[config.mk]
export PLATFORM = sky130hd
export DESIGN_NAME = mdu_serial_divider
export DESIGN_NICKNAME = d
export VERILOG_FILES = /design/src/riscv_types_pkg.sv /design/src/mdu_pkg.sv /design/src/mdu_serial_divider.sv
export VERILOG_INCLUDE_DIRS = /design/src
export SDC_FILE = /design/constraint.sdc
export NUM_CORES = 1
export LEC_CHECK = 0
export BUFFER_PORTS_ARGS = -buffer_cell sky130_fd_sc_hd__buf_2
export CAP_MARGIN = 15
export CELL_PAD_IN_SITES_DETAIL_PLACEMENT = 0
export CELL_PAD_IN_SITES_GLOBAL_PLACEMENT = 1
export CORE_MARGIN = 4
export CORE_UTILIZATION = 50
export DETAILED_ROUTE_END_ITERATION = 16
export PLACE_DENSITY = 0.95
export SYNTH_ARGS = -nofsm -noshare
export SYNTH_HDL_FRONTEND = slang
export SYNTH_SLANG_ARGS = --single-unit
[constraint.sdc]
create_clock -name clk_i -period 8.4 [get_ports clk_i]
set_clock_uncertainty 0.05 [all_clocks]
set_input_delay 0.42 -clock clk_i [delete_from_list [all_inputs] [get_ports clk_i]]
set_output_delay 0.42 -clock clk_i [all_outputs]
set_load 0.05 [all_outputs]
[src/mdu_defines.svh]
`ifndef MDU_DEFINES_SVH
`define MDU_DEFINES_SVH

// --------------------
// datapath sizing
// --------------------

// operand and result width, only 64 is supported
`define MDU_XLEN 64

// transaction tag width
// at most one mul and one div in flight, 3 bits is plenty
`define MDU_TRANS_ID_BITS 3

`endif

[src/riscv_types_pkg.sv]
`include "mdu_defines.svh"

package riscv_types_pkg;

  // one machine word
  typedef logic [`MDU_XLEN-1:0] xlen_t;

  // full-width product of two words
  typedef logic [2*`MDU_XLEN-1:0] dxlen_t;

  // sign-extend low word to full register width
  // used by the *W instructions
  function automatic xlen_t sext32(input logic [31:0] word);
    return {{(`MDU_XLEN-32){word[31]}}, word};
  endfunction

endpackage

[src/mdu_pkg.sv]
`include "mdu_defines.svh"

package mdu_pkg;

  import riscv_types_pkg::*;

  // tag carried through with each op
  typedef logic [`MDU_TRANS_ID_BITS-1:0] trans_id_t;

  // --------------------
  // opcodes
  // --------------------
  typedef enum logic [3:0] {
    MUL    = 4'd0,
    MULH   = 4'd1,
    MULHU  = 4'd2,
    MULHSU = 4'd3,
    MULW   = 4'd4,
    CLMUL  = 4'd5,
    CLMULH = 4'd6,
    CLMULR = 4'd7,
    DIV    = 4'd8,
    DIVU   = 4'd9,
    REM    = 4'd10,
    REMU   = 4'd11
  } mdu_op_e;

  // serial divider fsm
  typedef enum logic [1:0] {
    IDLE = 2'd0,
    BUSY = 2'd1,
    DONE = 2'd2
  } div_state_e;

  // --------------------
  // request / response
  // --------------------
  typedef struct packed {
    mdu_op_e   op;
    xlen_t     operand_a;
    xlen_t     operand_b;
    trans_id_t trans_id;
  } mdu_req_t;

  typedef struct packed {
    xlen_t     result;
    trans_id_t trans_id;
  } mdu_resp_t;

endpackage

[src/mdu_serial_divider.sv]
`timescale 1ns/1ps

`include "mdu_defines.svh"

module mdu_serial_divider
  import riscv_types_pkg::*;
  import mdu_pkg::*;
(
  input  logic      clk_i,
  input  logic      rst_ni,
  input  logic      valid_i,
  input  mdu_req_t  req_i,
  input  logic      grant_i,
  output logic      ready_o,
  output logic      done_o,
  output mdu_resp_t resp_o
);

  localparam int unsigned cnt_w    = $clog2(`MDU_XLEN);
  localparam logic [cnt_w-1:0] last_cnt = cnt_w'(`MDU_XLEN - 1);
  localparam xlen_t xlen_min = {1'b1, {(`MDU_XLEN-1){1'b0}}};

  // --------------------
  // operand prep
  // --------------------
  logic  op_signed, op_rem;
  logic  sign_a, sign_b;
  xlen_t abs_a, abs_b;

  assign op_signed = (req_i.op == DIV) || (req_i.op == REM);
  assign op_rem    = (req_i.op == REM) || (req_i.op == REMU);
  assign sign_a    = op_signed & req_i.operand_a[`MDU_XLEN-1];
  assign sign_b    = op_signed & req_i.operand_b[`MDU_XLEN-1];
  assign abs_a     = sign_a ? -req_i.operand_a : req_i.operand_a;
  assign abs_b     = sign_b ? -req_i.operand_b : req_i.operand_b;

  // --------------------
  // datapath state
  // --------------------
  div_state_e       state_q;
  logic [cnt_w-1:0] cnt_q;
  xlen_t            quo_q, rem_q, divisor_q, result_q;
  logic             neg_quo_q, neg_rem_q, rem_op_q;
  logic             div_zero_q, ovf_q;
  trans_id_t        trans_id_q;

  // one restoring step
  // dividend bits leave quo_q at the top, quotient bits enter at the bottom
  logic [`MDU_XLEN:0]   rem_shift;
  logic [`MDU_XLEN+1:0] diff;
  logic                 q_bit;
  xlen_t                rem_next, quo_next;

  always_comb begin
    rem_shift = {rem_q, quo_q[`MDU_XLEN-1]};
    diff      = {1'b0, rem_shift} - {2'b00, divisor_q};
    q_bit     = ~diff[`MDU_XLEN+1];
    rem_next  = q_bit ? diff[`MDU_XLEN-1:0] : rem_shift[`MDU_XLEN-1:0];
    quo_next  = {quo_q[`MDU_XLEN-2:0], q_bit};
  end

  // sign fix-up plus riscv special cases, on the final step
  xlen_t quo_fix, rem_fix;

  always_comb begin
    quo_fix = neg_quo_q ? -quo_next : quo_next;
    rem_fix = neg_rem_q ? -rem_next : rem_next;
    // x/0 gives all ones, remainder keeps the dividend via its sign
    if (div_zero_q) begin
      quo_fix = '1;
    end
    // min / -1 overflows back to min
    if (ovf_q) begin
      quo_fix = xlen_min;
      rem_fix = '0;
    end
  end

  // --------------------
  // fsm
  // --------------------
  always_ff @(posedge clk_i or negedge rst_ni) begin
    if (!rst_ni) begin
      state_q    <= IDLE;
      cnt_q      <= '0;
      quo_q      <= '0;
      rem_q      <= '0;
      divisor_q  <= '0;
      result_q   <= '0;
      neg_quo_q  <= 1'b0;
      neg_rem_q  <= 1'b0;
      rem_op_q   <= 1'b0;
      div_zero_q <= 1'b0;
      ovf_q      <= 1'b0;
      trans_id_q <= '0;
    end else begin
      case (state_q)
        IDLE: begin
          if (valid_i) begin
            state_q    <= BUSY;
            cnt_q      <= '0;
            quo_q      <= abs_a;
            rem_q      <= '0;
            divisor_q  <= abs_b;
            neg_quo_q  <= sign_a ^ sign_b;
            neg_rem_q  <= sign_a;
            rem_op_q   <= op_rem;
            div_zero_q <= (req_i.operand_b == '0);
            ovf_q      <= op_signed && (req_i.operand_a == xlen_min) &&
                          (req_i.operand_b == '1);
            trans_id_q <= req_i.trans_id;
          end
        end
        BUSY: begin
          quo_q <= quo_next;
          rem_q <= rem_next;
          cnt_q <= cnt_q + 1'b1;
          if (cnt_q == last_cnt) begin
            result_q <= rem_op_q ? rem_fix : quo_fix;
            state_q  <= DONE;
          end
        end
        DONE: begin
          // hold until the output port is ours
          if (grant_i) begin
            state_q <= IDLE;
          end
        end
        default: state_q <= IDLE;
      endcase
    end
  end

  assign ready_o         = (state_q == IDLE);
  assign done_o          = (state_q == DONE);
  assign resp_o.result   = result_q;
  assign resp_o.trans_id = trans_id_q;

  // issuer must respect ready
  a_no_issue_busy: assert property (@(posedge clk_i) disable iff (!rst_ni)
    valid_i |-> ready_o);

  // granted result frees the divider on the next edge
  a_release_on_grant: assert property (@(posedge clk_i) disable iff (!rst_ni)
    (done_o && grant_i) |=> (ready_o && !done_o));

endmodule

# Word-level counts from Yosys, hierarchy flattened
# Cells that the tools add are included.
[word_totals]
reg_bits = 272
in_bits = 139
wordCells = 63
[classes]
n_addsub = 6
n_eq_ne = 11
muxes = 19
n_bitwise = 4
n_reduce_logical = 11
[op_table]
columns = ["op", "count"]
rows = [
  ["$mux W64", 11],
  ["$neg A64 Y64", 4],
  ["$pmux W64 S2", 2],
  ["$eq A64 B64 Y1 const B", 2],
  ["$sub A65 B64 Y66", 1],
  ["$logic_not A64 Y1", 1],
  ["$eq A4 B4 Y1 const B", 3],
  ["$pmux W6 S2", 1],
  ["$add A6 B1 Y6 const B", 1],
  ["$eq A6 B6 Y1 const B", 1],
  ["$mux W2", 3],
  ["$mux W6", 1],
  ["$ne A2 B2 Y1 const B", 3],
  ["$pmux W2 S3", 1],
  ["$reduce_and A2 Y1", 3],
  ["$reduce_and A3 Y1", 1],
  ["$and A1 B1 Y1", 2],
  ["$eq A2 B1 Y1 const B", 1],
  ["$eq A2 B2 Y1 const B", 1],
  ["$logic_and A1 B1 Y1", 2],
  ["$logic_not A2 Y1", 1],
  ["$logic_or A1 B1 Y1", 2],
  ["$reduce_bool A2 Y1", 1],
  ["$not A1 Y1", 1],
  ["$xor A1 B1 Y1", 1],
]

# Depth between registers and ports, before layout
[logic_depth]
depth_word = 7
mapped_depth = 30
mapped_depth_nobuf = 23

# Worst setup path before layout
# No wires, ideal clock.
[synth_path]
path_kind = "register -> register"
start = "reg rem_q[13]"
end = "reg result_q[50]"
setup_time_ns = 0.121
arrival_time_ns = 5.606
slack_ns = 2.623
path_stages_with_launch = 26
n_path_buf = 5
synth_period_minus_slack_ns = 5.777
path_cell_list = "dfrtp_1 ha_1 buf_2 a21oi_1 o21ai_0 a221o_1 o21ai_2 o211a_4 o21ai_4 clkbuf_8 clkbuf_1 clkbuf_1 buf_1 nand2_1 o21ai_0 ha_1 nand2_1 nor4_1 and3_1 nand4_1 o31ai_1 nand3b_1 or4_1 nor2_1 a21oi_1 a22o_1"
[synth_via]
elab_chain_cells = 7
word_cells_on_any_way = 11
[synth_rtl]
columns = ["element", "line", "source"]
rows = [
  ["start: declaration", "mdu_serial_divider.sv:42", "xlen_t quo_q, rem_q, divisor_q, result_q;"],
  ["start signal: assignment", "mdu_serial_divider.sv:116", "rem_q <= rem_next;"],
  ["$sub A65 B64 Y66", "mdu_serial_divider.sv:56", "diff = {1'b0, rem_shift} - {2'b00, divisor_q};"],
  ["$not A1 Y1", "mdu_serial_divider.sv:57", "q_bit = ~diff[`MDU_XLEN+1];"],
  ["$neg A64 Y64", "mdu_serial_divider.sv:66", "quo_fix = neg_quo_q ? -quo_next : quo_next;"],
  ["$mux W64", "mdu_serial_divider.sv:66", ""],
  ["$mux W64", "mdu_serial_divider.sv:69", "if (div_zero_q) begin"],
  ["$mux W64", "mdu_serial_divider.sv:73", "if (ovf_q) begin"],
  ["$mux W64 (*)", "mdu_serial_divider.sv:119", "result_q <= rem_op_q ? rem_fix : quo_fix;"],
  ["end signal: assignment", "mdu_serial_divider.sv:119", ""],
  ["end: declaration", "mdu_serial_divider.sv:42", ""],
]
# Mark *: on every way between the ends. The rest lies on a longest branch, timed or not.
# A chain may end at the register's enable or synchronous reset.

# Worst setup path after layout
[layout_path]
start = "reg rem_q[15]"
end = "reg result_q[32]"
# The elaborated chain is that of the path after synthesis.

==> results.md <==
* Outcome: finished, final reports clean
* Vias at 24100
* CP max FO at 22
* Adder-cell share of the synthesized area at 0.0385
* Clk_lat worst skew at 0.56 ns
* Register area share after synthesis at 0.292
* Total global-route track usage at 0.333
* Path type of the worst setup path: register to register
* Synth area leader: dfrtp_1
* Pin count of the biggest net entering global routing at 96
* Largest family of logic cells by synthesized area: compound AO/OA/AOI/OAI gates
* Reg2reg setup slack at 1.80 ns
* Max Buffers Root-to-Sink at 3
* Initial antenna violation count at 1
* Top_reg_cell synth: dfrtp_1
* WP data required at 8.79 ns
* Max frequency at 152 MHz
* CTS Sinks at 272
* Core area at 45700 µm²
* Flops & latches, synth at 272
* Worst-margin pin slew at 1.15 ns
* Slew Viols, Final at 0
* Yosys top cell area share at 0.292
* Total CTS buffers at 34
* Die height at 224 µm
* Final setup fails at 0
* Synth warn at 0
* Netlist cell types at 103
* Reg clk slew, reported paths at 0.06 ns
* Tmin final at 6.60 ns
* Complex-gate fraction of the synthesized area at 0.287
* Crit. End Element: register
* Post-Synthesis Cells at 2950
* Antenna viol nets, final at 0
* Starting density of the core at 0.510
* Pre-antenna DRT Iters at 6
* Most frequent cell after synthesis: o21ai_0
* Top cells by count, synth: 359 x o21ai_0, 318 x nand2_1, 272 x dfrtp_1
* TritonCTS clock tree: done
* Via-per-instance ratio at 6.59
* RSZ-0062 raised after global routing: no
* Die footprint at 50100 µm²
* Synth Net Count at 3160
* Fraction of synthesized area in multiplexers at 0.0208
* Wire per inst at 23.6 µm
* PortBufs at 207
* Area delta synth->final at 10.4%
* Vias in the first global route at 23100
* Setup_tns at 0 ns
* I/O pin count at 208
* Post-Route WL at 86.5 mm
* Syn Area/Cell at 7.89 µm²
* Max-slew headroom at 0.216
* Post-Synth Simple-Gate Area at 0.208
* Drc violations at 0
* Post-CTS sizing at 0
* Post-synthesis xor/xnor area fraction at 0.102
* Critical Path AT at 6.98 ns
* Crit start category: register
* RePlAce Congestion at 0.976
* Max cap viols at 0
* Initial DRC Count at 2627
* FFs w/ async S/R, synth at 1.00
* Mapped Area at 23300 µm²
* Post-CTS Setup Bufs at 0
* Post-synth EDFFs at 0
* Layout cells sized above 1 at 0.117
* Post-DP HPWL at 67.0 mm
* Worst Hold Class: input port to register
* Tcrit/Tclk final at 0.785
* Die width at 224 µm
* Grt ovf at 0
* Main area contributors after synthesis: dfrtp_1 29%, o21ai_0 7.7%, xor2_1 5.9%
* Htree depth at 2
* CTS root buf: clkbuf_16
* FP Rows at 78
* Fin. Hold Viols at 0
* First-pass GRT wire length at 133 mm
* Nets at 3250
-- layout make-up --
type,instances,area (µm²)
antenna,1,2.50
clock buffer,42,931
clock inverter,18,206
fill,4319,20000
inverter,108,405
multi-input combinational,2387,15300
sequential,272,6810
tap,600,751
timing repair buffer,237,1290
-- cell families after synthesis --
logic type,Yosys count
AO/OA/AOI/OAI,1021
XOR/XNOR,271
multiplexers,48
AND/OR/NAND/NOR,976
flip-flops,272
buffers and inverters,291
adder cells (fa/ha/maj),71
-- layout by cell type (no fill, tap or decap), types with 57 or more instances in the layout --
cell type,count
nand2_1,316
xnor2_1,115
xor2_1,156
buf_2,206
nor2_1,170
nor3_1,71
ha_1,70
a21o_1,57
o31ai_1,65
inv_1,107
nand3_1,111
a22oi_1,65
dfrtp_1,271
a21oi_1,184
o21ai_0,359
-- critical path: stages (launching register included) --
cell and delay (ns):
dfrtp_1 0.44, ha_1 0.52, nand2_1 0.13, o21ai_0 0.58
a221o_1 0.24, o21ai_2 0.12, o211a_4 0.32, o21ai_4 0.59
inv_2 0.12, mux2i_1 0.28, ha_1 0.29, nand2_1 0.09
nor4_1 0.39, and3_1 0.23, nand4_1 0.17, o41a_1 0.50
o31ai_1 0.84, xor2_1 0.25, a221oi_1 0.10, a21o_1 0.20
-- sequential cells by signal (all words and copies together), names as in the netlist --
register / count
result_q: 64
div_zero_q: 1
quo_q: 64
cnt_q: 6
neg_rem_q: 1
state_q: 2
trans_id_q: 3
divisor_q: 64
ovf_q: 1
rem_q: 64
neg_quo_q: 1
rem_op_q: 1
-- layer usage --
| layer | global-route usage | wire length (µm) | vias to the layer above |
|---|---|---|---|
| met1 | 0.440 | 35400 | 11800 |
| met2 | 0.544 | 40400 | 1080 |
| met5 | 0 | 0 | - |
| met4 | 0.154 | 4480 | 0 |
| met3 | 0.0481 | 6170 | 197 |
| li1 | - | - | 11100 |
-- metrics by stage --
stage / std cells / instance area (µm²) / setup slack, ns / hold slack (ns) / util
after floorplan: 2950 / 23300 / 2.62 / 0.0744 / -
after global placement: 3598 / 24500 / 2.27 / 0.366 / 0.537
after detailed placement: 3598 / 24500 / 2.12 / 0.385 / 0.537
after CTS: 3663 / 25700 / 2.09 / 0.120 / 0.563
after global routing: 3664 / 25700 / 1.46 / 0.157 / 0.563
final: 3665 / 25700 / 1.80 / 0.133 / 0.563
-- path summary, 6_finish.rpt --
path | depth (start not counted) | from | endpoint
worst max register to register | 19 | rem_q[15] | result_q[32]
min in group asynchronous | 2 | rst_ni | divisor_q[16]
worst min register to register | 1 | cnt_q[5] | cnt_q[5]
worst min-delay path | 3 | req_i[108] | quo_q[41]
max in group asynchronous | 3 | rst_ni | rem_op_q
worst max-delay path | 19 | rem_q[15] | result_q[32]
-- repair_timing --
| action | in CTS | in global routing |
|---|---|---|
| setup endpoints to repair | 0 | 0 |
| hold buffers | 5 | 0 |
| endpoints found under the hold margin | 67 | 0 |
Power is not shown: default switching activity piles up to over one toggle a cycle in this logic, so the estimate is an artifact.
